===== config.mk =====
export PLATFORM = sky130hd
export DESIGN_NAME = tr_control
export DESIGN_NICKNAME = d
export VERILOG_FILES = /design/src/hdl/hl_pkg.sv /design/src/hdl/tr_control.sv
export SDC_FILE = /design/constraint.sdc
export NUM_CORES = 1
export LEC_CHECK = 0
export ABC_AREA = 1
export BUFFER_PORTS_ARGS = -buffer_cell sky130_fd_sc_hd__buf_4
export CORE_MARGIN = 2
export CORE_UTILIZATION = 34
export CTS_BUF_LIST = sky130_fd_sc_hd__clkbuf_8
export DETAILED_ROUTE_END_ITERATION = 8
export MAX_ROUTING_LAYER = met4
export PLACE_DENSITY = 0.8
export SLEW_MARGIN = 40
export SYNTH_ARGS = -nofsm -noshare
export SYNTH_HDL_FRONTEND = slang
export SYNTH_SLANG_ARGS = --single-unit

===== constraint.sdc =====
create_clock -name clk_ad9866 -period 1.6 [get_ports clk_ad9866]
set_clock_uncertainty 0.2 [all_clocks]
set_input_delay 0.16 -clock clk_ad9866 [delete_from_list [all_inputs] [get_ports clk_ad9866]]
set_output_delay 0.16 -clock clk_ad9866 [all_outputs]
set_load 0.05 [all_outputs]

===== src/hdl/hl_pkg.sv =====
/*
  shared types and constants for the host-to-radio downlink path
  host words arrive already byte-swapped to big endian (sync byte in [15:8])
  frame layout assumes 512-byte frames with an 8-byte sync and C&C header
*/

package hl_pkg;

  // ----------------------------------------------------------------------
  // plain vector widths
  // ----------------------------------------------------------------------
  typedef logic [15:0] sample_t;
  typedef logic [5:0]  cmd_addr_t;
  typedef logic [31:0] cmd_data_t;
  // bit 1 marks second word of a pair, bit 0 is the id bit
  typedef logic [1:0]  iq_tag_t;
  typedef logic [17:0] cw_level_t;

  // ----------------------------------------------------------------------
  // bundles
  // ----------------------------------------------------------------------
  typedef struct packed {
    iq_tag_t tag;
    sample_t sample;
  } iq_word_t;

  // command response back to host
  typedef struct packed {
    cmd_addr_t addr;
    cmd_data_t data;
  } cmd_resp_t;

  // wishbone classic request, master to slave
  typedef struct packed {
    logic      cyc;
    logic      stb;
    logic      we;
    cmd_addr_t adr;
    cmd_data_t dat;
  } wb_req_t;

  // ----------------------------------------------------------------------
  // state machines
  // ----------------------------------------------------------------------
  typedef enum logic [2:0] {
    st_idle, st_start, st_rx_1_2, st_rx_3_4,
    st_pay_1, st_pay_2, st_pay_3, st_pay_4
  } sync_state_t;

  typedef enum logic [1:0] {cw_rx, cw_keydown, cw_keyup} cw_state_t;

  // frame constants
  localparam sample_t    SYNC_WORD           = 16'h7F7F;
  localparam logic [7:0] SYNC_BYTE           = 8'h7F;
  localparam int         FRAME_PAYLOAD_WORDS = (512 - 8) / 2;

  // decoded command addresses
  localparam cmd_addr_t ADDR_RX_CTRL1 = 6'h00;
  localparam cmd_addr_t ADDR_PA_CTRL  = 6'h09;

endpackage


===== src/hdl/tr_control.sv =====
/*
  wishbone classic slave holding the RX and PA control fields
  ack follows stb by one cycle, data is written at the end of the ack cycle
  writes to unknown addresses are acked and ignored
*/
`timescale 1ns/100ps

module tr_control
  import hl_pkg::*;
(
  input  logic       clk_ad9866,
  input  logic       rst,
  input  wb_req_t    wb_req_i,
  output logic       wb_ack_o,
  input  logic       mox_i,
  input  logic       cw_active_i,
  input  logic       ptt_clean_i,
  input  logic       inhibit_i,
  output logic [4:0] last_chan_o,
  output logic       vna_o,
  output logic       ptt_o,
  output logic       pa_tr_o,
  output logic       pa_en_o,
  output logic       rfsw_sel_o
);

  logic       ack_q;
  logic       wr_hit;
  logic [4:0] last_chan;
  logic       vna;
  logic       pa_enable;
  logic       tr_disable;
  logic       ptt;

  // ----------------------------------------------------------------------
  // bus handshake
  // ----------------------------------------------------------------------
  always_ff @(posedge clk_ad9866) begin
    if (rst) begin
      ack_q <= 1'b0;
    end else begin
      // single-cycle ack pulse
      ack_q <= wb_req_i.cyc & wb_req_i.stb & ~ack_q;
    end
  end

  assign wr_hit   = wb_req_i.cyc & wb_req_i.stb & wb_req_i.we & ack_q;
  assign wb_ack_o = ack_q;

  // ----------------------------------------------------------------------
  // control fields
  // ----------------------------------------------------------------------
  always_ff @(posedge clk_ad9866) begin
    if (rst) begin
      last_chan  <= '0;
      vna        <= 1'b0;
      pa_enable  <= 1'b0;
      tr_disable <= 1'b0;
    end else if (wr_hit) begin
      case (wb_req_i.adr)
        // number of receive streams minus one
        ADDR_RX_CTRL1: last_chan <= wb_req_i.dat[7:3];
        ADDR_PA_CTRL: begin
          vna        <= wb_req_i.dat[23];
          pa_enable  <= wb_req_i.dat[19];
          tr_disable <= wb_req_i.dat[18];
        end
        default: ;
      endcase
    end
  end

  // transmit request from any source, inhibit wins
  assign ptt = (mox_i | cw_active_i | ptt_clean_i) & ~inhibit_i;

  assign ptt_o       = ptt;
  // tr relay also follows ptt when no PA but tr switching enabled
  assign pa_tr_o     = ptt & (pa_enable | ~tr_disable);
  assign pa_en_o     = ptt & pa_enable;
  assign rfsw_sel_o  = pa_enable;
  assign last_chan_o = last_chan;
  assign vna_o       = vna;

endmodule


==> reports/qor.txt <==
Port bufs: 33
Final period util: 87.3%
Asr flop ratio synth: 0%
CTS tree: done
Crit. End Element: output pin
Die X: 43.5 µm
Max Slew Vio Count: 0
Avg Inst Size Synth: 6.63 µm²
Final WL: 1340 µm
Compound-Gate Fraction of Synth Area: 2.12%
Mapped Cells: 80
Top fanout value on the critical path: 3
Most frequent cells in the layout: buf_4, nor2_1, inv_1, nand2_1, dfxtp_1
Multiplexer share of the synthesized area: 0%
Fmax: 0.716 GHz
WS Path Type: reg -> out
# DRC: 0
Post-synthesis sequential area ratio: 34.0%
Footprint of the multi-input gates: 310 µm²
Synth cell types: 15
Detailed-router iteration count before antenna repair: 4
Site row count: 14
Die ar.: 1890 µm²
Total grt overflow: 0
Worst-skew pair later-pin latency: 0.24 ns
Ports: 58
Status: completed
RSZ-0062 raised after global routing: false
Post-Synth Adder-Cell Area: 0%
Largest family of logic cells by synthesized area: simple AND/OR/NAND/NOR gates
Initial Util: 35.6%
Vias per Instance: 4.53
Crit path arrival time: 1.04 ns
Simple-gate area share of the yosys netlist: 50.0%
Ant diodes: 0
Initial DRC count: 10
Leakage power total: 0.493 nW
Worst hold path class: in -> reg
Routability cong.: 0.705
#FFs+latches synth: 9
Longest Clk Path Bufs: 2
Global-route wire length before repair: 2310 µm
Final count of hold timing violations: 0
CTS clk-pin slew, worst paths: 0.05 ns
Yosys warnings: 0
CTS buffer count: 3
Layout cells sized above 1: 40.7%
Core box area: 1490 µm²
Die height: 43.5 µm
Max Cap Violations: 0
Initial antenna violation count: 0
Pwr dens: 682 nW/µm²
Routed Antenna Nets: 0
Synth Flop Type: dfxtp_1
Number of synthesized flops with an enable pin: 0
Final hold slack: 0.0403 ns
Area delta synth->final: 67.2%
Number of setup violations in the final report: 0
Number of fillers in the final layout: 148
Cell Area, Synth: 531 µm²
Dpl hpwl: 1100 µm
CTS sink count: 9
Net Count, Synth: 127
Worst slew margin: 84.2%
Routed WL per cell: 9.99 µm
TNS Setup: 0 ns
GRT Resource Usage Total: 17.1%
Total Nets Final: 166
Worst vdd ir: 0.000672 V
CTS Root Cell: clkbuf_8
Vias in the first global route: 580
CP Data Required Time: 1.24 ns
Seq. cell area: 180 µm²
PostCTS Resize Cnt: 0
H-tree depth: 1
Crit path time final: 1.40 ns
Critical path startpoint category: register
Via count: 607
Most common cell after layout, fill and taps aside: buf_4
Pin count of the biggest net entering global routing: 10
Post-synthesis xor/xnor area fraction: 0%
Worst-Margin Slew: 0.237 ns
## critical path: stages (launching register included)
cell     delay, ns
dfxtp_1       0.34
inv_1         0.11
a21oi_4       0.15
buf_4         0.20
## where the power goes
| group | internal [mW] | switching, mW |
|---|---|---|
| Combinational | 0.0548 | 0.0578 |
| Sequential | 0.226 | 0.00109 |
| Clock | 0.168 | 0.0976 |
| Total | 0.449 | 0.157 |
## registers in the layout (all words and copies together) (netlist names)
signal	count
tr_disable	1
rfsw_sel_o	1
wb_ack_o	1
last_chan_o	5
vna_o	1
## layout make-up
class / instances / area share, %
Clock inverter: 1 / 0.423
Timing Repair Buffer: 34 / 29.1
Inverter: 19 / 8.32
Clock buffer: 3 / 4.65
Sequential cell: 9 / 20.3
Tap cell: 16 / 2.26
Multi-Input combinational cell: 52 / 35.0
## path summary, 6_finish.rpt
kind,startpoint,to,slack [ns],cells past startpoint
max,rfsw_sel_o$_SDFFE_PP0P_,pa_tr_o,0.20,3
min,wb_req_i[3],last_chan_o[0]$_SDFFE_PP0P_,0.04,5
max reg2reg,wb_ack_o$_SDFF_PP0_,last_chan_o[4]$_SDFFE_PP0P_,0.34,6
min reg2reg,last_chan_o[2]$_SDFFE_PP0P_,last_chan_o[2]$_SDFFE_PP0P_,0.29,2
## routing by layer
metal | wire (µm) | GRT usage, % | share of wire (%) | up-vias
met4 | 34 | 9.09 | 2.5 | 0
met1 | 482 | 16.5 | 36 | 260
met2 | 694 | 30.7 | 52 | 29
met3 | 129 | 4.58 | 9.6 | 4
met5 | 0 | - | 0 | -
li1 | - | - | - | 314
## cell families (layout without fill, tap and decap cells)
kind of cell | count (synthesis) | after routing
and+or+nand+nor | 50 | 50
AOI/OAI and AO/OA | 2 | 2
buffers and inverters | 19 | 57
DFF | 9 | 9
## cells in the mapped netlist (2+ instances only)
library cell  number  area share [%]
dfxtp_1            9              34
inv_1             18              13
nand2_1           11             7.8
nand2_2            2             2.4
nand3_1            6             5.7
nand4_1            3             3.5
nor2_1            21              15
nor2_4             2             4.2
nor2_8             2             7.5
## per-stage QoR
stage / cells / worst slack, ns / utilization [%] / total power [mW] / area (µm²)
3_3_place_gp: 129 / 0.350 / 55.9 / 0.339 / 832
5_1_grt: 134 / 0.151 / 59.6 / 0.625 / 887
2_1_floorplan: 80 / 0.0248 / - / 0.285 / 564
4_1_cts: 134 / 0.189 / 59.6 / 0.612 / 887
6_report: 134 / 0.204 / 59.6 / 0.605 / 887
3_5_place_dp: 129 / 0.322 / 55.9 / 0.342 / 832
## what timing repair did
action	4_1_cts	5_1_grt
setup buffers	0	0
hold buffers	1	0
hold endpoints to repair	1	0
Note: power is estimated with default switching activity, not from simulation.
