File: config.mk
export PLATFORM = sky130hd
export DESIGN_NAME = frame_sync_decoder
export DESIGN_NICKNAME = d
export VERILOG_FILES = /design/src/hdl/hl_pkg.sv /design/src/hdl/frame_sync_decoder.sv
export SDC_FILE = /design/constraint.sdc
export NUM_CORES = 1
export LEC_CHECK = 0
export ABC_AREA = 1
export BUFFER_PORTS_ARGS = -buffer_cell sky130_fd_sc_hd__clkbuf_2
export CAP_MARGIN = 20
export CORE_UTILIZATION = 25
export CTS_CLUSTER_DIAMETER = 100
export CTS_CLUSTER_SIZE = 24
export DETAILED_ROUTE_END_ITERATION = 8
export PLACE_DENSITY = 0.46
export SETUP_SLACK_MARGIN = 0.02
export SLEW_MARGIN = 25
export SYNTH_ARGS = -nofsm -noshare
export SYNTH_HDL_FRONTEND = slang
export SYNTH_SLANG_ARGS = --single-unit
File: constraint.sdc
create_clock -name clk_ad9866 -period 3.5 [get_ports clk_ad9866]
set_input_delay 0.525 -clock clk_ad9866 [delete_from_list [all_inputs] [get_ports clk_ad9866]]
set_output_delay 0.525 -clock clk_ad9866 [all_outputs]
set_load 0.005 [all_outputs]
File: src/hdl/hl_pkg.sv
/*
  shared types and constants for the host-to-radio downlink path
  host words arrive already byte-swapped to big endian (sync byte in [15:8])
  frame layout assumes 512-byte frames with an 8-byte sync and C&C header
*/

package hl_pkg;

  // ----------------------------------------------------------------------
  // plain vector widths
  // ----------------------------------------------------------------------
  typedef logic [15:0] sample_t;
  typedef logic [5:0]  cmd_addr_t;
  typedef logic [31:0] cmd_data_t;
  // bit 1 marks second word of a pair, bit 0 is the id bit
  typedef logic [1:0]  iq_tag_t;
  typedef logic [17:0] cw_level_t;

  // ----------------------------------------------------------------------
  // bundles
  // ----------------------------------------------------------------------
  typedef struct packed {
    iq_tag_t tag;
    sample_t sample;
  } iq_word_t;

  // command response back to host
  typedef struct packed {
    cmd_addr_t addr;
    cmd_data_t data;
  } cmd_resp_t;

  // wishbone classic request, master to slave
  typedef struct packed {
    logic      cyc;
    logic      stb;
    logic      we;
    cmd_addr_t adr;
    cmd_data_t dat;
  } wb_req_t;

  // ----------------------------------------------------------------------
  // state machines
  // ----------------------------------------------------------------------
  typedef enum logic [2:0] {
    st_idle, st_start, st_rx_1_2, st_rx_3_4,
    st_pay_1, st_pay_2, st_pay_3, st_pay_4
  } sync_state_t;

  typedef enum logic [1:0] {cw_rx, cw_keydown, cw_keyup} cw_state_t;

  // frame constants
  localparam sample_t    SYNC_WORD           = 16'h7F7F;
  localparam logic [7:0] SYNC_BYTE           = 8'h7F;
  localparam int         FRAME_PAYLOAD_WORDS = (512 - 8) / 2;

  // decoded command addresses
  localparam cmd_addr_t ADDR_RX_CTRL1 = 6'h00;
  localparam cmd_addr_t ADDR_PA_CTRL  = 6'h09;

endpackage

File: src/hdl/frame_sync_decoder.sv
/*
  sync search and C&C decode for host frames, one word per accepted cycle
  word_ready_o is registered, so it lags the FIFO count by one cycle
  FIFO_DEPTH must exceed FRAME_PAYLOAD_WORDS plus a few words of slack
*/
`timescale 1ns/100ps

module frame_sync_decoder
  import hl_pkg::*;
#(
  parameter int FIFO_DEPTH = 512
) (
  input  logic                           clk_ad9866,
  input  logic                           rst,
  input  sample_t                        word_i,
  input  logic                           word_valid_i,
  output logic                           word_ready_o,
  input  logic [$clog2(FIFO_DEPTH+1)-1:0] fifo_count_i,
  output logic                           iq_push_o,
  output iq_word_t                       iq_word_o,
  output wb_req_t                        wb_req_o,
  input  logic                           wb_ack_i,
  output logic                           mox_o,
  output cmd_resp_t                      resp_o,
  output logic                           resp_valid_o,
  input  logic                           resp_ready_i
);

  localparam int CNT_W = $clog2(FIFO_DEPTH + 1);
  // a whole frame of payload must still fit
  localparam logic [CNT_W-1:0] ROOM_LIMIT = CNT_W'(FIFO_DEPTH - FRAME_PAYLOAD_WORDS);
  localparam logic [7:0] LAST_WORD = 8'(FRAME_PAYLOAD_WORDS - 1);

  sync_state_t state;
  sync_state_t next_pay;
  logic [7:0]  pay_cnt;
  logic        ready_q;
  logic        accept;
  logic        resp_rqst_q;
  logic        mox_q;
  cmd_addr_t   addr_q;
  cmd_data_t   data_q;
  logic        wb_cyc_q;
  logic        resp_load;
  logic        resp_valid_q;
  cmd_resp_t   resp_q;

  assign accept = word_valid_i & ready_q;

  always_ff @(posedge clk_ad9866) begin
    if (rst) begin
      ready_q <= 1'b0;
    end else begin
      ready_q <= (fifo_count_i < ROOM_LIMIT);
    end
  end

  // ----------------------------------------------------------------------
  // frame FSM
  // ----------------------------------------------------------------------
  // four-phase payload rotation
  always_comb begin
    case (state)
      st_pay_1: next_pay = st_pay_2;
      st_pay_2: next_pay = st_pay_3;
      st_pay_3: next_pay = st_pay_4;
      default:  next_pay = st_pay_1;
    endcase
  end

  always_ff @(posedge clk_ad9866) begin
    if (rst) begin
      state       <= st_idle;
      pay_cnt     <= '0;
      resp_rqst_q <= 1'b0;
      mox_q       <= 1'b0;
    end else if (accept) begin
      case (state)
        st_idle: begin
          if (word_i == SYNC_WORD) state <= st_start;
        end
        // third sync byte plus control byte 0
        st_start: begin
          if (word_i[15:8] == SYNC_BYTE) begin
            resp_rqst_q <= word_i[7];
            mox_q       <= word_i[0];
            state       <= st_rx_1_2;
          end else begin
            state <= st_idle;
          end
        end
        st_rx_1_2: state <= st_rx_3_4;
        st_rx_3_4: begin
          pay_cnt <= '0;
          state   <= st_pay_1;
        end
        default: begin
          if (pay_cnt == LAST_WORD) begin
            state <= st_idle;
          end else begin
            pay_cnt <= pay_cnt + 8'd1;
            state   <= next_pay;
          end
        end
      endcase
    end
  end

  // header fields
  always_ff @(posedge clk_ad9866) begin
    if (accept) begin
      if (state == st_start && word_i[15:8] == SYNC_BYTE) addr_q <= word_i[6:1];
      if (state == st_rx_1_2) data_q[31:16] <= word_i;
      if (state == st_rx_3_4) data_q[15:0] <= word_i;
    end
  end

  // payload routing, pay_1 and pay_2 words are the unused LR stream
  assign iq_push_o        = accept & (state == st_pay_3 || state == st_pay_4);
  assign iq_word_o.sample = word_i;
  assign iq_word_o.tag    = (state == st_pay_4) ? {1'b1, addr_q[2]} : addr_q[1:0];

  // ----------------------------------------------------------------------
  // wishbone single write and response
  // ----------------------------------------------------------------------
  always_ff @(posedge clk_ad9866) begin
    if (rst) begin
      wb_cyc_q <= 1'b0;
    end else if (accept && state == st_rx_3_4) begin
      wb_cyc_q <= 1'b1;
    end else if (wb_ack_i) begin
      wb_cyc_q <= 1'b0;
    end
  end

  assign wb_req_o.cyc = wb_cyc_q;
  assign wb_req_o.stb = wb_cyc_q;
  assign wb_req_o.we  = wb_cyc_q;
  assign wb_req_o.adr = addr_q;
  assign wb_req_o.dat = data_q;

  // one-entry response slot, new response dropped while one waits
  assign resp_load = wb_cyc_q & wb_ack_i & resp_rqst_q & (~resp_valid_q | resp_ready_i);

  always_ff @(posedge clk_ad9866) begin
    if (rst) begin
      resp_valid_q <= 1'b0;
    end else if (resp_load) begin
      resp_valid_q <= 1'b1;
    end else if (resp_ready_i) begin
      resp_valid_q <= 1'b0;
    end
  end

  always_ff @(posedge clk_ad9866) begin
    if (resp_load) begin
      resp_q.addr <= addr_q;
      resp_q.data <= data_q;
    end
  end

  assign resp_o       = resp_q;
  assign resp_valid_o = resp_valid_q;
  assign word_ready_o = ready_q;
  assign mox_o        = mox_q;

endmodule

==> results of run 1 <==
[layer usage]
metal	global-route usage (%)	up-vias
met1	11.2	1023
met2	16.6	78
met4	5.61	0
li1	-	1079
met3	3.68	12
met5	0	-
[synth_stat cells (all sizes together)]
master	instances
a21oi	9
buf	20
dfxtp	16
edfxtp	76
ha	1
inv	26
mux2	1
nand2	43
nand3	11
nand4	2
nor2	30
nor3	5
nor3b	1
nor4	1
o21a	1
o21ai	5
o31ai	1
[critical path, delay by kind of cell, from the launching register on]
family / cells / cell delay, ns
buf+inv: 1 / 0.11
simple gates: 1 / 0.19
flops: 1 / 0.46
mux: 1 / 0.31
[cell type report]
class | count | area [sq um]
Fill cell | 1315 | 8760
Clock inverter | 6 | 88.8
Sequential cell | 92 | 2600
Timing Repair Buffer | 132 | 668
Multi-Input combinational cell | 111 | 528
Clock buffer | 10 | 229
Tap cell | 176 | 220
Inverter | 26 | 97.6
[metrics by stage]
stage | power, mW | util, % | cells | cell area (sq um) | worst slack, ns
CTS | 2.26 | 33.6 | 553 | 4430 | 1.55
global route | 2.31 | 33.6 | 553 | 4430 | 1.53
floorplan | 1.22 | - | 249 | 3370 | 0.831
finish | 2.23 | 33.6 | 553 | 4430 | 1.59
global placement | 1.25 | 31.2 | 537 | 4120 | 1.64
detailed placement | 1.25 | 31.2 | 537 | 4120 | 1.64
[flip-flops by register name, summed over array words and instances, names as in the netlist]
signal,flops
resp_o,38
data_q,32
pay_cnt,8
addr_q,6
state,3
mox_o,1
resp_rqst_q,1
resp_valid_o,1
wb_cyc_q,1
word_ready_o,1
[power by group through the flow]
stage | Sequential [mW] | Combinational [mW] | Clock (mW)
after CTS | 1.18 | 0.0504 | 1.04
after global placement | 1.20 | 0.0498 | 0
after global routing | 1.17 | 0.0556 | 1.08
after detailed placement | 1.20 | 0.0501 | 0
after floorplan | 1.20 | 0.0245 | 0
final | 1.18 | 0.0492 | 1.00
[cell families after synthesis]
family,Yosys count,synth area share (%)
and+or+nand+nor,93,12.0
adders and majority gates,1,0.371
AOI/OAI and AO/OA,16,2.64
DFF,92,77.2
buffers and inverters,46,7.46
muxes,1,0.334
[path summary, 6_finish.rpt]
path | start | endpoint | slack (ns)
max | state[2] | iq_word_o[16] | 1.59
min | fifo_count_i[9] | word_ready_o | 0.36
max reg2reg | state[0] | addr_q[3] | 1.90
min reg2reg | data_q[6] | resp_o[6] | 0.45
==> results.toml, run 1 <==
[global_route]
grt_pass1_wl_um = 10400
grt.total_usage_pct = 10.0
grt-ovfl-total = 0
grt_max_degree = 36
grt_pass1_vias = 2021
antenna_found_initial = 0

[route]
vias = 2192
routed_wl_um = 6660
ant_nets = 0
drt_iter0_markers = 122
viasPerCell = 3.96
dr.pass1.iters = 4
drt-met1-wl_um = 2730
wl_per_cell_um = 12.0
highest_layer = "met4"
route.met2.wl_um = 3350
drc = 0
dr_wl_met3_um = 404

[logic_synthesis]
yosys_register_bits = 92
synth_cell_types = 23
yosysWarnings = 0
yosysSeqAreaShare_pct = 77.2
synth_top_area_share_pct = 67.7
syn-instance-count = 249
avgSynthCellArea_sq_um = 13.5
mappedNetlistNets = 281
synthTopCellsByArea = "edfxtp_1 (68%), dfxtp_1 (9.5%), nand2_1 (4.3%)"
synth.cell_area_sq_um = 3370
yosysTopAreaCell = "edfxtp_1"

[pwr]
power_density_nw_per_um2 = 502
p_sw_share_pct = 18.2
p_switching_mw = 0.406
comb_power_share_pct = 2.2
p_clk_share_pct = 45.0
seq_power_share_pct = 52.8
p_leak_nw = 1.82
ir_drop_v = 0.000203
intPower_mw = 1.82

[worst_hold_path]
worstHoldPathCells = 2
hp-class = "in -> reg"

[critical_path]
rr_worst_depth = 4
end_kind = "output pin"
path_class = "reg -> out"
slowest_stage = "dfxtp_1"
cp-start-kind = "register"
cp.arrival_ns = 1.39
worstPathMaxFanout = 7
slowest_delay_ns = 0.46
worstPathRequired_ns = 2.97
critical_path.cell_chain = "nand3_1 -> mux2_2 -> clkbuf_2"

[placement]
place.gp.congestion = 0.748
io_buffers = 129
hpwl_um = 5020

[timing]
fin_crit_sh_pct = 54.7
tightestPinTransition_ns = 0.463
rsz0062_at_grt = "no"
period_minus_slack_ns = 1.91
fmaxAchievable_mhz = 522
hold_viol_final = 0
skew_ns = 0.00445
fin_setup_tns_ns = 0
slew_headroom_pct = 69.2
setup_viol = 0
holdWs_ns = 0.357
drv_slew = 0

[clocking]
postCtsSetupBuffers = 0
clkSinkCount = 92
cts_buffer_depth = 2
clk_pin_slew_ns = 0.06
cts_tree = "yes"
htree_levels = 3
clk_latency_ns = 0.33
cts_resized = 0
cts_buffers = 9
ctsHoldBuffers = 0
cts_root_buf = "clkbuf_16"

[cells_and_area]
final_common_cell = "clkbuf_2"
nNetsFinal = 404
drive_gt1_share_pct = 42.2
antenna_cells = 0
mostFrequentLayoutCells = "clkbuf_2 (129), edfxtp_1 (76), nand2_1 (39), nor2_1 (28), inv_1 (25)"
area_growth_pct = 31.6

[die]
die_w_um = 118
floorplan.initialDensity_pct = 25.5
num_rows = 42
io_pins = 132
die_h_um = 118
core_sq_um = 13200
die-area_sq_um = 13900

[outcome]
status = "completed"

[job]
maxCapViolCount = 0
No activity file was read; power rests on OpenSTA's default activity.
==> run 2, diff against run 1 <==
Settings changed: PLACE_DENSITY 0.46 to 0.47.
Clock period 3.5 ns to 1.7 ns, I/O delays scaled along.
==> results.toml, run 2 (same netlist as run 1, synthesis figures left out) <==
[cells_and_area]
post-route-util_pct = 33.8
fin_cells = 555
antenna_cells = 0
finalInstanceArea_sq_um = 4460
drive_gt1_share_pct = 42.7
nNetsFinal = 406
area_growth_pct = 32.5
fillers = 1333
mostFrequentLayoutCells = "clkbuf_2 (129), edfxtp_1 (76), nand2_1 (39), nor2_1 (28), inv_1 (25)"
largest_reg_flops = 38
final_common_cell = "clkbuf_2"

[pwr]
intPower_mw = 3.60
power_density_nw_per_um2 = 999
p_clk_share_pct = 43.5
power_mw = 4.46
p_sw_share_pct = 19.2
seq_power_share_pct = 54.3
p_leak_nw = 1.84
ir_drop_v = 0.000403
p_switching_mw = 0.856
comb_power_share_pct = 2.2

[die]
die_w_um = 118
die_h_um = 118
io_pins = 132
num_rows = 42
die-area_sq_um = 13900
floorplan.initialDensity_pct = 25.5
core_sq_um = 13200

[critical_path]
cp-start-kind = "register"
rrSetupSlack_ns = 0.24
critical_path.cell_chain = "nand3_1 -> mux2_2 -> clkbuf_2"
slowest_stage = "dfxtp_1"
worstPathRequired_ns = 1.44
cp.arrival_ns = 1.32
worstPathMaxFanout = 5
slowest_delay_ns = 0.40
path_class = "reg -> out"
end_kind = "output pin"
rr_worst_depth = 10

[timing]
slew_headroom_pct = 73.2
fmaxAchievable_mhz = 637
setup_ws_ns = 0.129
hold_viol_final = 0
period_minus_slack_ns = 1.57
tightestPinTransition_ns = 0.399
skew_ns = 0.00665
fin_setup_tns_ns = 0
rsz0062_at_grt = "no"
setup_viol = 0
fin_crit_sh_pct = 92.4
holdWs_ns = 0.0716
drv_slew = 0

[placement]
hpwl_um = 4790
place.gp.congestion = 0.755
placed_cell_area_sq_um = 4160
pre_cts_slack_ns = 0.166
dp.cells = 539
io_buffers = 129

[worst_hold_path]
hp-class = "in -> reg"
worstHoldPathCells = 2

[clocking]
clk_pin_slew_ns = 0.06
clk_latency_ns = 0.34
htree_levels = 3
cts_root_buf = "clkbuf_16"
cts_tree = "yes"
cts_buffers = 9
ctsHoldBuffers = 0
postCtsSetupBuffers = 0
cts_resized = 1
clkSinkCount = 92
cts_buffer_depth = 2

[route]
dr.pass1.iters = 4
wl_per_cell_um = 11.8
vias = 2153
viasPerCell = 3.88
routed_wl_um = 6540
ant_nets = 0
drt_iter0_markers = 128
drc = 0

[global_route]
grt.total_usage_pct = 9.71
grt-ovfl-total = 0
grt_pass1_vias = 1972
busiest_layer = "met2"
antenna_found_initial = 0
grt_pass1_wl_um = 9980
met2_usage_pct = 15.0
grt_max_degree = 39
met3_usage_pct = 2.91
met1_usage_pct = 11.7

[job]
maxCapViolCount = 0

[outcome]
status = "completed"
[run 2: cell type report]
type                            instances  area, sq um  share of cell area (%)
Sequential cell                        92         2600                    58.3
Timing Repair Buffer                  134          708                    15.9
Multi-Input combinational cell        111          539                    12.1
Clock buffer                           10          229                    5.13
Tap cell                              176          220                    4.93
Inverter                               26         97.6                    2.19
Clock inverter                          6         65.1                    1.46
[run 2: power groups by stage]
stage	clock network (mW)	logic [mW]	registers, mW
floorplan	0	0.0506	2.47
finish	1.94	0.0992	2.42
detailed placement	0	0.103	2.47
global placement	0	0.102	2.47
CTS	2.01	0.103	2.42
global route	2.09	0.114	2.42
[run 2: path summary, 6_finish.rpt]
check | startpoint | end
max | state[0] | iq_word_o[16]
min | fifo_count_i[9] | word_ready_o
max reg2reg | pay_cnt[0] | pay_cnt[4]
min reg2reg | data_q[21] | resp_o[21]
[run 2: per-layer routing]
layer | share of wire (%) | up-vias
met5 | 0 | -
met4 | 2.6 | 0
met3 | 5.8 | 12
met2 | 47 | 77
met1 | 45 | 977
li1 | - | 1087
[run 2: critical path: cells and delay by family (launching register included)]
family | cells | cell delay [ns]
muxes | 1 | 0.30
buffers and inverters | 1 | 0.11
DFF | 1 | 0.40
and+or+nand+nor | 1 | 0.17
==> run 3, diff against run 2 <==
Settings changed: CORE_ASPECT_RATIO set to 0.5, MAX_ROUTING_LAYER set to met4, PLACE_DENSITY 0.47 to unset.
==> results.toml, run 3 (same netlist as run 1, synthesis figures left out) <==
[timing]
fmaxAchievable_mhz = 654
tightestPinTransition_ns = 0.422
skew_ns = 0.00620
holdWs_ns = 0.0906
rsz0062_at_grt = "no"
fin_crit_sh_pct = 90.0
hold_viol_final = 0
period_minus_slack_ns = 1.53
fin_setup_tns_ns = 0
drv_slew = 0
setup_ws_ns = 0.170
slew_headroom_pct = 71.6
setup_viol = 0

[critical_path]
worstPathRequired_ns = 1.44
r2r-start = "pay_cnt[0]"
end_kind = "output pin"
cp-start-kind = "register"
cp-startpoint = "state[0]"
cp.arrival_ns = 1.28
path_class = "reg -> out"
worstPathMaxFanout = 5

[route]
ant_nets = 0
vias = 2142
drt_iter0_markers = 94
wl_per_cell_um = 12.5
routed_wl_um = 6880
drc = 3
viasPerCell = 3.90
dr.pass1.iters = 6

[clocking]
cts_buffers = 9
cts_root_buf = "clkbuf_16"
clk_pin_slew_ns = 0.06
postCtsSetupBuffers = 0
cts_buffer_depth = 2
cts_tree = "yes"
clk_latency_ns = 0.33
htree_levels = 3
clkSinkCount = 92

[placement]
pre_cts_slack_ns = 0.152
io_buffers = 129
dp.cells = 533
place.gp.congestion = 0.806
hpwl_um = 5270
placed_cell_area_sq_um = 4150

[job]
maxCapViolCount = 0

[outcome]
failed_checks = "design-rule violations"
status = "finished with violations"

[pwr]
power_mw = 4.43
p_leak_nw = 1.83
power_density_nw_per_um2 = 998
ir_drop_v = 0.000614

[die]
io_pins = 132
die_h_um = 84.1
core_sq_um = 12900
die-area_sq_um = 14000
num_rows = 29
floorplan.initialDensity_pct = 26.1
die_w_um = 166

[cells_and_area]
nNetsFinal = 406
largest_reg_flops = 38
fin_cells = 549
finalInstanceArea_sq_um = 4440
final_common_cell = "clkbuf_2"
mostFrequentLayoutCells = "clkbuf_2 (129), edfxtp_1 (76), nand2_1 (39), nor2_1 (28), inv_1 (25)"
area_growth_pct = 31.8
drive_gt1_share_pct = 42.2
antenna_cells = 0
post-route-util_pct = 34.4

[worst_hold_path]
worstHoldStart = "fifo_count_i[9]"
hp-class = "in -> reg"

[global_route]
grt_pass1_wl_um = 10500
grt_max_degree = 20
grt_pass1_vias = 2008
antenna_found_initial = 0
grt.total_usage_pct = 10.2
grt-ovfl-total = 0
## run 3: layout make-up
type / count / area (sq um)
Fill cell: 1278 / 8480
Sequential cell: 92 / 2600
Timing Repair Buffer: 134 / 708
Multi-Input combinational cell: 111 / 533
Clock buffer: 12 / 236
Tap cell: 170 / 213
Inverter: 26 / 97.6
Clock inverter: 4 / 50.0
## run 3: worst paths after layout
| check | to | slack, ns | cells after the start |
|---|---|---|---|
| min reg2reg | resp_o[6] | 0.45 | 0 |
| max reg2reg | pay_cnt[4] | 0.22 | 10 |
| min | word_ready_o | 0.09 | 2 |
| max | iq_word_o[16] | 0.17 | 3 |
## run 3: critical path, stage by stage, from the launching register on
cell      delay, ns
dfxtp_1        0.39
nand3_1        0.16
mux2_2         0.29
clkbuf_2       0.11
## run 3: routing by layer
layer  vias to the layer above  track usage [%]  part of all wire (%)  routed length, um
met5                         -                -                     0                  0
met4                         0             3.82                   1.1                 77
met3                         9             2.37                   2.0                140
met2                        29             18.2                    55               3770
met1                      1019             11.1                    42               2890
li1                       1085                -                     -                  -
## run 3: power breakdown
group,switching (mW),internal (mW),leakage [nW],total [mW]
Combinational,0.0568,0.0436,0.880,0.100
Clock,0.774,1.14,0.133,1.91
Sequential,0.000725,2.42,0.812,2.42
Total,0.832,3.60,1.83,4.43
## run 3: what timing repair did
action,CTS,global route
setup endpoints to repair,0,5
gates resized for setup,0,2
hold buffers,0,0
