### src/hdl/hl_pkg.sv
/*
  shared types and constants for the host-to-radio downlink path
  host words arrive already byte-swapped to big endian (sync byte in [15:8])
  frame layout assumes 512-byte frames with an 8-byte sync and C&C header
*/

package hl_pkg;

  // ----------------------------------------------------------------------
  // plain vector widths
  // ----------------------------------------------------------------------
  typedef logic [15:0] sample_t;
  typedef logic [5:0]  cmd_addr_t;
  typedef logic [31:0] cmd_data_t;
  // bit 1 marks second word of a pair, bit 0 is the id bit
  typedef logic [1:0]  iq_tag_t;
  typedef logic [17:0] cw_level_t;

  // ----------------------------------------------------------------------
  // bundles
  // ----------------------------------------------------------------------
  typedef struct packed {
    iq_tag_t tag;
    sample_t sample;
  } iq_word_t;

  // command response back to host
  typedef struct packed {
    cmd_addr_t addr;
    cmd_data_t data;
  } cmd_resp_t;

  // wishbone classic request, master to slave
  typedef struct packed {
    logic      cyc;
    logic      stb;
    logic      we;
    cmd_addr_t adr;
    cmd_data_t dat;
  } wb_req_t;

  // ----------------------------------------------------------------------
  // state machines
  // ----------------------------------------------------------------------
  typedef enum logic [2:0] {
    st_idle, st_start, st_rx_1_2, st_rx_3_4,
    st_pay_1, st_pay_2, st_pay_3, st_pay_4
  } sync_state_t;

  typedef enum logic [1:0] {cw_rx, cw_keydown, cw_keyup} cw_state_t;

  // frame constants
  localparam sample_t    SYNC_WORD           = 16'h7F7F;
  localparam logic [7:0] SYNC_BYTE           = 8'h7F;
  localparam int         FRAME_PAYLOAD_WORDS = (512 - 8) / 2;

  // decoded command addresses
  localparam cmd_addr_t ADDR_RX_CTRL1 = 6'h00;
  localparam cmd_addr_t ADDR_PA_CTRL  = 6'h09;

endpackage

### src/hdl/key_conditioner.sv
/*
  debounce for CW key, PTT and TX inhibit, all active low at the pins
  latency is DEBOUNCE_CYCLES plus two synchronizer cycles
  CW envelope steps by one per clock between zero and MAX_CWLEVEL
*/
`timescale 1ns/100ps

module key_conditioner
  import hl_pkg::*;
#(
  parameter int        DEBOUNCE_CYCLES = 250000,
  parameter cw_level_t MAX_CWLEVEL     = 18'h26C00
) (
  input  logic      clk_ad9866,
  input  logic      rst,
  input  logic      cwkey_n_i,
  input  logic      ptt_n_i,
  input  logic      txinhibit_n_i,
  output logic      cw_active_o,
  output cw_level_t cw_level_o,
  output logic      ptt_clean_o,
  output logic      inhibit_o
);

  localparam int CNT_W = $clog2(DEBOUNCE_CYCLES + 1);
  localparam logic [CNT_W-1:0] CNT_LAST = CNT_W'(DEBOUNCE_CYCLES - 1);

  // bit 0 cw key, bit 1 ptt, bit 2 inhibit
  logic [2:0]       key_raw;
  logic [2:0]       sync_1;
  logic [2:0]       sync_2;
  logic [2:0]       clean;
  logic [CNT_W-1:0] db_cnt [3];
  cw_state_t        cw_state;
  cw_level_t        cw_level;

  assign key_raw = ~{txinhibit_n_i, ptt_n_i, cwkey_n_i};

  // ----------------------------------------------------------------------
  // synchronizer and per-input debounce counters
  // ----------------------------------------------------------------------
  always_ff @(posedge clk_ad9866) begin
    if (rst) begin
      sync_1 <= '0;
      sync_2 <= '0;
      clean  <= '0;
      for (int i = 0; i < 3; i++) db_cnt[i] <= '0;
    end else begin
      sync_1 <= key_raw;
      sync_2 <= sync_1;
      for (int i = 0; i < 3; i++) begin
        // restart whenever input agrees with the clean level again
        if (sync_2[i] == clean[i]) begin
          db_cnt[i] <= '0;
        end else if (db_cnt[i] == CNT_LAST) begin
          db_cnt[i] <= '0;
          clean[i]  <= sync_2[i];
        end else begin
          db_cnt[i] <= db_cnt[i] + CNT_W'(1);
        end
      end
    end
  end

  // ----------------------------------------------------------------------
  // CW envelope ramp
  // ----------------------------------------------------------------------
  always_ff @(posedge clk_ad9866) begin
    if (rst) begin
      cw_state <= cw_rx;
      cw_level <= '0;
    end else begin
      case (cw_state)
        cw_rx: begin
          cw_level <= '0;
          if (clean[0]) cw_state <= cw_keydown;
        end
        cw_keydown: begin
          if (cw_level != MAX_CWLEVEL) cw_level <= cw_level + 18'd1;
          if (!clean[0]) cw_state <= cw_keyup;
        end
        // ramp fully down before listening to the key again
        default: begin
          if (cw_level == '0) begin
            cw_state <= cw_rx;
          end else begin
            cw_level <= cw_level - 18'd1;
          end
        end
      endcase
    end
  end

  assign cw_active_o = (cw_state != cw_rx);
  assign cw_level_o  = cw_level;
  assign ptt_clean_o = clean[1];
  assign inhibit_o   = clean[2];

endmodule

### config.mk
export PLATFORM = sky130hd
export DESIGN_NAME = key_conditioner
export DESIGN_NICKNAME = d
export VERILOG_FILES = /design/src/hdl/hl_pkg.sv /design/src/hdl/key_conditioner.sv
export SDC_FILE = /design/constraint.sdc
export NUM_CORES = 1
export LEC_CHECK = 0
export ABC_CLOCK_PERIOD_IN_PS = 3000
export BUFFER_PORTS_ARGS = -buffer_cell sky130_fd_sc_hd__buf_4
export CAP_MARGIN = 20
export CELL_PAD_IN_SITES_DETAIL_PLACEMENT = 0
export CELL_PAD_IN_SITES_GLOBAL_PLACEMENT = 1
export CORE_UTILIZATION = 48
export DETAILED_ROUTE_END_ITERATION = 16
export GPL_TIMING_DRIVEN = 1
export PLACE_DENSITY_LB_ADDON = 0.1
export SETUP_SLACK_MARGIN = 0.15
export SYNTH_ARGS = -nofsm -noshare
export SYNTH_HDL_FRONTEND = slang
export SYNTH_SLANG_ARGS = --single-unit
### constraint.sdc
create_clock -name clk_ad9866 -period 3 [get_ports clk_ad9866]
set_clock_uncertainty 0.2 [all_clocks]
set_input_delay 0.15 -clock clk_ad9866 [delete_from_list [all_inputs] [get_ports clk_ad9866]]
set_output_delay 0.15 -clock clk_ad9866 [all_outputs]
set_load 0.01 [all_outputs]
==> impl_metrics.csv, run 1 <==
group,metric,value,unit
synth,netlist_top_cells_area,"edfxtp_1 (36%), dfxtp_1 (13%), nor2_1 (8.3%), xor2_1 (6.1%), xnor2_1 (5.8%)",
worst_hold_path,hold_depth,1,
synth,synth_common_cells,"nor2_1 (101), edfxtp_1 (54), nand2_1 (34), xor2_1 (32), xnor2_1 (30)",
critical_path,crit_top_cell,"nor3_1",
global_routing,grt_antenna_before_repair,0,
drt,wirelength,8.56,mm
synth,synth-edff-count,54,
synth,yosysWarnings,0,
pwr,power.total,2280,uW
sta,hold_ws,0.243,ns
critical_path,rr_startpoint,"cw_state[1]",
global_routing,grtUsageMet2,29.1,%
pwr,ir_drop,0.227,mV
finish,nets,585,
global_routing,globalRouteMet3Util,3.65,%
critical_path,worst_ep_arrival_time,2.74,ns
drt,drt-initial-drc-count,120,
cts,ctsResizeCount,0,
finish,nFillCells,818,
sta,period_needed,2.67,ns
cts,cts_tree,"built",
place,port_buffers,25,
global_routing,grtUsageMet1,25.2,%
synth,yosysUniqueCellTypes,48,
sta,finalSetupViolations,0,
synth,ys_seq_area_share,48.3,%
drt,route.detailed.drc,0,
cts,htreeDepth,3,
sta,slew_viol_final,0,
worst_hold_path,min_from,"sync_1[1]",
worst_hold_path,hold_class,"flop to flop",
drt,num_vias,3424,
cts,clkSlewWorstSetupHoldPaths,0.08,ns
critical_path,slowest_delay,0.40,ns
cts,root_buffer,"clkbuf_8",
die,rows,35,
die,pin_count,26,
sta,setup_tns,0,ns
pwr,powerDensity,426,nW/um^2
cts,cts_made_buffers,9,
global_routing,grt_pass1_vias,3171,
die,die_y,99.5,um
critical_path,crit_fanout,20,
drt,post_drt_wl_per_cell,12.3,um
finish,drive_gt1_share,9.56,%
critical_path,cp_slowest_cell,"ha_1",
critical_path,reg2reg_slack,0.33,ns
outcome,status,"complete, no violations",
finish,area_delta_synth_final,17.5,%
synth,netlist_instances,472,
global_routing,grt_first_pass_wirelength,14.5,mm
drt,ant_nets,0,
run,cap_violations,0,
sta,slew_headroom,52.1,%
sta,rsz0062_at_grt,"false",
critical_path,cp-start-kind,"flop",
place,routabilityCongestion,0.910,
critical_path,r2r-end,"cw_level_o[17]",
place,place_hpwl,6.11,mm
drt,via_per_inst,4.93,
critical_path,worstPathRequired,3.07,ns
sta,post-route-period-util,89.1,%
place,preCtsSetupSlack,0.402,ns
synth,synth-main-ff-cell,"edfxtp_1",
worst_hold_path,hold_end,"sync_2[1]",
critical_path,reg2regPathDepth,9,
sta,postLayoutSetupSlackWorst,0.327,ns
die,core,9240,um^2
synth,syn-cell-area,4560,um^2
synth,yosys.area.top_type,"edfxtp_1",
cts,cts_sinks,83,
synth,synth_top_area_share,35.6,%
cts,cts_buffer_depth,2,
die,fp.dieW,99.5,um
global_routing,grt_max_degree,21,
sta,finalHoldViolCount,0,
die,start_util,49.3,%
critical_path,critical_path_class,"flop to flop",
global_routing,grt_usage,18.5,%
synth,synth_most_common_cell,"nor2_1",
die,die-area,9890,um^2
pwr,p_leak,0.00214,uW
drt,first_pass_iters,5,
critical_path,crit_chain,"nand2b_1 -> buf_4 -> ha_1 -> nand2_1 -> nor3_1 -> o21bai_1 -> a211oi_1 -> nor3_1 -> o31ai_1",
cts,clock_latency,0.36,ns
synth,ys_seq_elements,83,
global_routing,busiest_layer,"met2",
critical_path,end_kind,"flop",
synth,syn_area_per_cell,9.66,um^2
synth,async_flop_share,0,%
sta,fmax,374,MHz
global_routing,grt_remaining_overflow,0,
sta,worstMarginPinSlew,0.713,ns
finish,n_antenna_cell,0,
-- report_power, final --
part           internal (uW)  switching (uW)
sequential              1250            33.7
clock                    497             427
combinational           35.6            40.9
total                   1780             502
-- stage by stage --
stage / instances / utilization (%) / area (um^2)
floorplan: 525 / - / 4760
global placement: 671 / 54.8 / 5060
detailed placement: 671 / 54.8 / 5060
CTS: 694 / 58.0 / 5360
global route: 694 / 58.0 / 5360
finish: 694 / 58.0 / 5360
-- registers in the layout, summed over array words and instances (netlist names) --
register	count
clean	3
cw_state	2
sync_1	3
sync_2	3
db_cnt	54
cw_level_o	18
-- what timing repair did --
action	4_1_cts	5_1_grt
hold buffers	7	0
buffers inserted	0	0
hold endpoints to repair	11	0
-- logic make-up after synthesis --
kind of cell	Yosys count	synth area share, %
and+or+nand+nor	226	23.3
DFF	83	48.3
xor gates and xnor gates	62	11.9
AOI/OAI and AO/OA	51	7.30
buffers and inverters	25	2.55
adders and majority gates	20	5.65
muxes	4	0.906
other	1	0.0822
-- worst max path at each step --
stage / startpoint / to / cells after the start
final: cw_state[1] / cw_level_o[17] / 9
after global routing: cw_state[1] / cw_level_o[17] / 9
after CTS: cw_state[1] / cw_level_o[17] / 9
after detailed placement: cw_state[1] / cw_level_o[16] / 9
after global placement: cw_state[1] / cw_level_o[16] / 9
after floorplan: cw_state[1] / cw_level_o[15] / 9
-- cell usage in the layout (no fill, tap or decap), types with 2 or more instances in the layout --
| cell type | count |
|---|---|
| or2_2 | 4 |
| nor2b_1 | 4 |
| ha_1 | 19 |
| nand3_1 | 25 |
| dfxtp_1 | 29 |
| a31oi_1 | 2 |
| inv_1 | 15 |
| a21oi_1 | 18 |
| nor2_1 | 101 |
| edfxtp_1 | 54 |
| buf_4 | 27 |
| and4_1 | 4 |
| nand2_1 | 34 |
| nand2b_1 | 4 |
| mux2i_1 | 3 |
| o31ai_1 | 3 |
| bufinv_16 | 2 |
| o21a_1 | 4 |
| and3_1 | 2 |
| clkbuf_8 | 10 |
| o21ai_0 | 7 |
| o21bai_1 | 5 |
| o211ai_1 | 3 |
| conb_1 | 54 |
| dlygate4sd3_1 | 7 |
| nor3_1 | 9 |
| nand4_1 | 17 |
| xnor2_1 | 30 |
| xor2_1 | 32 |
| nor4_1 | 10 |
| or3_1 | 5 |
| a21o_1 | 2 |
-- cell type report --
| class | instances | area [um^2] | share of cell area, % |
|---|---|---|---|
| multi-input cells | 417 | 2440 | 45.5 |
| flip-flops and latches | 83 | 2200 | 41.1 |
| repair buffers | 34 | 273 | 5.09 |
| well taps | 129 | 161 | 3.01 |
| clock buffers | 11 | 141 | 2.64 |
| clock inverters | 5 | 85.1 | 1.59 |
| inverters | 15 | 56.3 | 1.05 |
-- routing by layer --
metal  vias to the layer above  routed length, um  share of wire (%)
met2                        52               3780                 44
met5                         -                  0                  0
met4                         0                136                1.6
li1                       1790                  -                  -
met3                        10                335                3.9
met1                      1572               4310                 50
-- worst max-delay path: cells and delay by family (launching register included) --
family,cells,cell delay [ns]
and+or+nand+nor,4,0.68
AOI/OAI and AO/OA,3,0.73
adders and majority gates,1,0.40
DFF,1,0.35
buffers and inverters,1,0.21
No activity file was read; power rests on OpenSTA's default activity.
==> run 2, diff against run 1 <==
--- a/config.mk
+++ b/config.mk
@@ -5,12 +5,13 @@
 export SDC_FILE = /design/constraint.sdc
 export NUM_CORES = 1
 export LEC_CHECK = 0
+export ABC_AREA = 1
 export ABC_CLOCK_PERIOD_IN_PS = 3000
 export BUFFER_PORTS_ARGS = -buffer_cell sky130_fd_sc_hd__buf_4
 export CAP_MARGIN = 20
 export CELL_PAD_IN_SITES_DETAIL_PLACEMENT = 0
 export CELL_PAD_IN_SITES_GLOBAL_PLACEMENT = 1
-export CORE_UTILIZATION = 48
+export CORE_UTILIZATION = 46
 export DETAILED_ROUTE_END_ITERATION = 16
 export GPL_TIMING_DRIVEN = 1
 export PLACE_DENSITY_LB_ADDON = 0.1
==> run 2 against run 1 <==
Compared with the run above:
- fmax up 2.8%
- combinational power up 22%
- non-clock buffer count unchanged
- routed wire length up 26%
- sequential cell count unchanged
==> impl_metrics.csv, run 2 <==
group,metric,value,unit
global_routing,grt_first_pass_wirelength,17.8,mm
cts,htreeDepth,3,
place,routabilityCongestion,0.821,
die,die_y,107,um
place,postPlaceCellArea,5600,um^2
finish,final_common_cell,"nand2_1",
die,rows,38,
critical_path,end_kind,"flop",
drt,wirelength,10.8,mm
global_routing,grt_max_degree,28,
sta,rsz0062_at_grt,"false",
sta,finalHoldViolCount,0,
sta,worstMarginPinSlew,0.495,ns
synth,async_flop_share,0,%
finish,top_register,"db_cnt",
finish,nFillCells,1037,
die,pin_count,26,
drt,drt-initial-drc-count,257,
global_routing,grt_usage,19.4,%
sta,slew_headroom,66.7,%
sta,finalSetupViolations,0,
finish,area_delta_synth_final,15.4,%
worst_hold_path,hold_class,"flop to flop",
pwr,p_sw_share,23.5,%
place,port_buffers,25,
drt,num_vias,4314,
run,cap_violations,0,
finish,n_antenna_cell,0,
cts,clock_latency,0.35,ns
synth,yosys.area.top_type,"edfxtp_1",
pwr,comb_power_share,4.3,%
synth,yosysUniqueCellTypes,46,
cts,cts_buffer_depth,2,
global_routing,grt_antenna_before_repair,0,
critical_path,worst_ep_arrival_time,2.68,ns
cts,clkSlewWorstSetupHoldPaths,0.09,ns
global_routing,grt_pass1_vias,3937,
critical_path,worstPathRequired,3.08,ns
synth,ys_seq_area_share,43.3,%
sta,setup_tns,0,ns
synth,netlist_top_cells_area,"edfxtp_1 (32%), dfxtp_1 (11%), nand2_1 (10%), nor2_1 (6.5%), inv_1 (5.8%)",
pwr,p_switching,511,uW
synth,synth_most_common_cell,"nand2_1",
drt,ant_nets,0,
synth,yosysWarnings,0,
cts,root_buffer,"clkbuf_8",
finish,drive_gt1_share,11.0,%
sta,period_needed,2.60,ns
pwr,p_leak,0.00258,uW
critical_path,critical_path_class,"flop to flop",
finish,mostFrequentLayoutCells,"nand2_1 (141), nor2_1 (88), inv_1 (78)",
die,fp.dieW,107,um
pwr,seq_power_share,59.1,%
die,core,10800,um^2
pwr,pwr-share-clk,36.6,%
cts,cts_made_buffers,9,
outcome,status,"complete, no violations",
synth,ys_seq_elements,83,
die,die-area,11500,um^2
die,start_util,47.2,%
finish,post-route-util,54.4,%
pwr,powerDensity,370,nW/um^2
drt,route.detailed.drc,0,
sta,fmax,385,MHz
drt,via_per_inst,4.86,
global_routing,grt_remaining_overflow,0,
synth,synth_common_cells,"nand2_1 (141), nor2_1 (88), inv_1 (79), edfxtp_1 (54), a21oi_1 (42)",
finish,largest_reg_flops,54,
synth,syn-cell-area,5090,um^2
synth,synth-main-ff-cell,"edfxtp_1",
cts,cts_sinks,83,
synth,netlist_instances,650,
finish,final_area,5870,um^2
place,place_hpwl,8.00,mm
synth,synth_top_area_share,31.9,%
critical_path,crit_fanout,10,
critical_path,reg2reg_slack,0.40,ns
synth,synth-edff-count,54,
pwr,internal_power,1660,uW
pwr,ir_drop,0.203,mV
cts,cts_tree,"built",
critical_path,cp-start-kind,"flop",
drt,first_pass_iters,4,
sta,post-route-period-util,86.7,%
finish,nets,767,
synth,syn_area_per_cell,7.83,um^2
drt,post_drt_wl_per_cell,12.1,um
sta,slew_viol_final,0,
-- run 2: cell types whose count changed after synthesis, moves of 14 or more --
cell     previous run  this run
inv_1              15        79
xnor2_1            30         9
xor2_1             32         5
a21oi_1            18        42
nor3_1              9        34
nand2_1            34       141
nor3b_1             0        14
-- run 2: kinds of logic (layout without fill, tap and decap cells) --
logic type                 count (synthesis)  after routing  synth area share, %
AOI/OAI and AO/OA                         63             63                 6.73
and+or+nand+nor                          382            382                 35.5
DFF                                       83             83                 43.3
adders and majority gates                 20             20                 5.06
other                                      1             54               0.0737
xor gates and xnor gates                  14             14                 2.41
buffers and inverters                     87            131                 6.98
-- run 2: area by class of cell --
class	count	area [um^2]	area share [%]
multi-input combinational	533	2730	46.5
timing repair buffer	34	273	4.64
inverter	81	308	5.24
clock inverter	6	56.3	0.958
sequential	83	2200	37.5
clock buffer	10	128	2.17
tap	140	175	2.98
-- run 2: worst paths after layout --
path                    start             end  cells past startpoint
setup reg to reg  cw_state[0]  cw_level_o[17]                     14
setup / recovery  cw_state[0]  cw_level_o[17]                     14
hold / removal      sync_1[1]       sync_2[1]                      2
hold reg to reg     sync_1[1]       sync_2[1]                      2
-- run 2: metal layers --
metal | vias to the layer above | part of all wire [%] | track usage [%]
met5 | - | 0 | 0
met4 | 0 | 0.71 | 5.68
met3 | 4 | 2.4 | 3.28
met2 | 44 | 47 | 32.1
met1 | 1958 | 50 | 26.0
li1 | 2308 | - | -
-- run 2: worst max-delay path, cell delays in order (launching register included) --
cell and delay, ns:
dfxtp_1 0.34, inv_1 0.05, nor2_1 0.28, clkinvlp_4 0.15
buf_4 0.20, ha_1 0.35, nand2_1 0.14, inv_1 0.05
a21oi_1 0.21, nand3_1 0.17, nand2_1 0.11, nand2_1 0.05
nand2_1 0.05, nand3_1 0.06, a21oi_1 0.12
-- run 2: power groups by stage --
stage	Sequential, uW	Combinational [uW]	Clock, uW
after detailed placement	1310	83.9	0
after global routing	1290	109	859
after floorplan	1300	71.2	0
after global placement	1310	82.9	0
final	1280	93.6	795
after CTS	1280	91.8	819
-- run 2: repair_timing --
| action | CTS | global route |
|---|---|---|
| endpoints found under the hold margin | 14 | 0 |
| hold buffers | 7 | 0 |
| gates resized for setup | 0 | 1 |
| setup buffers | 0 | 2 |
| endpoints found under the setup margin | 0 | 7 |
-- run 2: metrics by stage --
| stage | worst slack (ns) | instances | hold WS, ns | power, uW |
|---|---|---|---|---|
| 6_report | 0.400 | 887 | 0.210 | 2170 |
| 5_1_grt | 0.142 | 887 | 0.229 | 2260 |
| 4_1_cts | 0.329 | 885 | 0.214 | 2190 |
| 3_5_place_dp | 0.365 | 862 | 0.121 | 1390 |
| 3_3_place_gp | 0.448 | 862 | 0.122 | 1390 |
| 2_1_floorplan | 0.772 | 703 | 0.0167 | 1370 |
==> run 3, diff against run 2 <==
--- a/config.mk
+++ b/config.mk
@@ -13,7 +13,9 @@
 export CELL_PAD_IN_SITES_GLOBAL_PLACEMENT = 1
 export CORE_UTILIZATION = 46
 export DETAILED_ROUTE_END_ITERATION = 16
+export GPL_ROUTABILITY_DRIVEN = 0
 export GPL_TIMING_DRIVEN = 1
+export MAX_ROUTING_LAYER = met4
 export PLACE_DENSITY_LB_ADDON = 0.1
 export SETUP_SLACK_MARGIN = 0.15
 export SYNTH_ARGS = -nofsm -noshare
==> run 3 against run 2 <==
Compared with the run above:
- final cell count is the same
- critical endpoint unchanged
- combinational power is essentially flat
- largest cell class unchanged
- count of clock-buffer cells in the layout is the same
- worst hold slack is essentially flat
- die area is the same
==> impl_metrics.csv, run 3 (same netlist as run 2, synthesis figures left out) <==
group,metric,value,unit
outcome,status,"complete, no violations",
die,die_y,107,um
global_routing,grt_antenna_before_repair,0,
sta,finalHoldViolCount,0,
cts,cts_tree,"built",
critical_path,end_kind,"flop",
global_routing,grt_usage,20.0,%
drt,first_pass_iters,4,
sta,hold_ws,0.210,ns
sta,slew_headroom,66.7,%
global_routing,grt_max_degree,28,
die,rows,38,
die,die-area,11500,um^2
pwr,ir_drop,0.202,mV
drt,route.detailed.drc,0,
drt,via_per_inst,4.87,
finish,largest_reg_flops,54,
finish,post-route-util,54.4,%
sta,worstMarginPinSlew,0.495,ns
finish,drive_gt1_share,11.0,%
die,fp.dieW,107,um
cts,cts_buffer_depth,2,
sta,setup_tns,0,ns
die,start_util,47.2,%
critical_path,crit_fanout,10,
critical_path,cp_slowest_cell,"ha_1",
cts,cts_made_buffers,9,
place,port_buffers,25,
critical_path,crit_chain,"inv_1 -> nor2_1 -> clkinvlp_4 -> buf_4 -> ha_1 -> nand2_1 -> inv_1 -> a21oi_1 -> nand3_1 -> nand2_1 -> nand2_1 -> nand2_1 -> nand3_1 -> a21oi_1",
global_routing,grt_remaining_overflow,0,
cts,root_buffer,"clkbuf_8",
global_routing,grt_pass1_vias,3945,
finish,final_cells,887,
pwr,powerDensity,370,nW/um^2
finish,top_register,"db_cnt",
finish,nets,767,
finish,final_common_cell,"nand2_1",
critical_path,critical_path_class,"flop to flop",
place,place_hpwl,8.00,mm
sta,post-route-period-util,86.8,%
finish,mostFrequentLayoutCells,"nand2_1 (141), nor2_1 (88), inv_1 (78)",
die,core,10800,um^2
critical_path,slowest_delay,0.35,ns
place,placed_cells,862,
drt,drt-initial-drc-count,265,
critical_path,crit_top_cell,"nand2_1",
worst_hold_path,hold_class,"flop to flop",
finish,n_antenna_cell,0,
drt,wirelength,10.8,mm
pwr,power.total,2170,uW
run,cap_violations,0,
cts,clkSlewWorstSetupHoldPaths,0.09,ns
pwr,p_leak,0.00258,uW
critical_path,worstPathRequired,3.09,ns
drt,ant_nets,0,
finish,area_delta_synth_final,15.4,%
sta,finalSetupViolations,0,
cts,clock_latency,0.35,ns
sta,rsz0062_at_grt,"false",
sta,slew_viol_final,0,
sta,period_needed,2.60,ns
cts,htreeDepth,3,
die,pin_count,26,
cts,cts_sinks,83,
sta,fmax,384,MHz
global_routing,grt_first_pass_wirelength,17.8,mm
drt,num_vias,4319,
critical_path,worst_ep_arrival_time,2.69,ns
drt,post_drt_wl_per_cell,12.2,um
critical_path,cp-start-kind,"flop",
## run 3: cell counts in the layout (fill, tap and decap cells not counted)
No cell type changed its count.
## run 3: worst max-delay path: cells and delay by family (launching register included)
family | cells | cell delay, ns
buffers and inverters | 4 | 0.45
AO/OA/AOI/OAI | 2 | 0.33
flip-flops | 1 | 0.34
adder cells (fa/ha/maj) | 1 | 0.35
AND/OR/NAND/NOR | 7 | 0.86
## run 3: cell type report
type,instances,area (um^2)
fill,1037,4920
multi-input combinational,533,2730
sequential,83,2200
inverter,81,308
timing repair buffer,34,273
tap,140,175
clock buffer,10,128
clock inverter,6,56.3
## run 3: what timing repair did
item,CTS,global route
hold endpoints to repair,14,0
gates resized for setup,0,1
setup buffers,0,2
hold buffers,7,0
endpoints found under the setup margin,0,7
## run 3: metrics by stage
stage,instance area (um^2),setup slack (ns)
6_report,5870,0.396
5_1_grt,5870,0.142
4_1_cts,5860,0.329
3_5_place_dp,5600,0.365
3_3_place_gp,5600,0.448
2_1_floorplan,5290,0.772
## run 3: path summary, 6_finish.rpt
kind              slack (ns)  cells after the start        endpoint         from
setup / recovery        0.40                     14  cw_level_o[17]  cw_state[0]
hold reg to reg         0.21                      2       sync_2[1]    sync_1[1]
hold / removal          0.21                      2       sync_2[1]    sync_1[1]
setup reg to reg        0.40                     14  cw_level_o[17]  cw_state[0]
## run 3: report_power, final
part	switching, uW	leakage [uW]	internal [uW]	total [uW]
logic	61.5	0.00169	32.2	93.7
registers	33.6	0.000792	1250	1280
clock network	417	0.0000951	379	796
## run 3: routing by layer
layer / vias to the layer above / routed length [um] / global-route usage, %
met2: 42 / 4970 / 32.1
met1: 1960 / 5460 / 26.0
met4: 0 / 108 / 5.68
met5: - / 0 / -
li1: 2307 / - / -
met3: 10 / 240 / 3.40
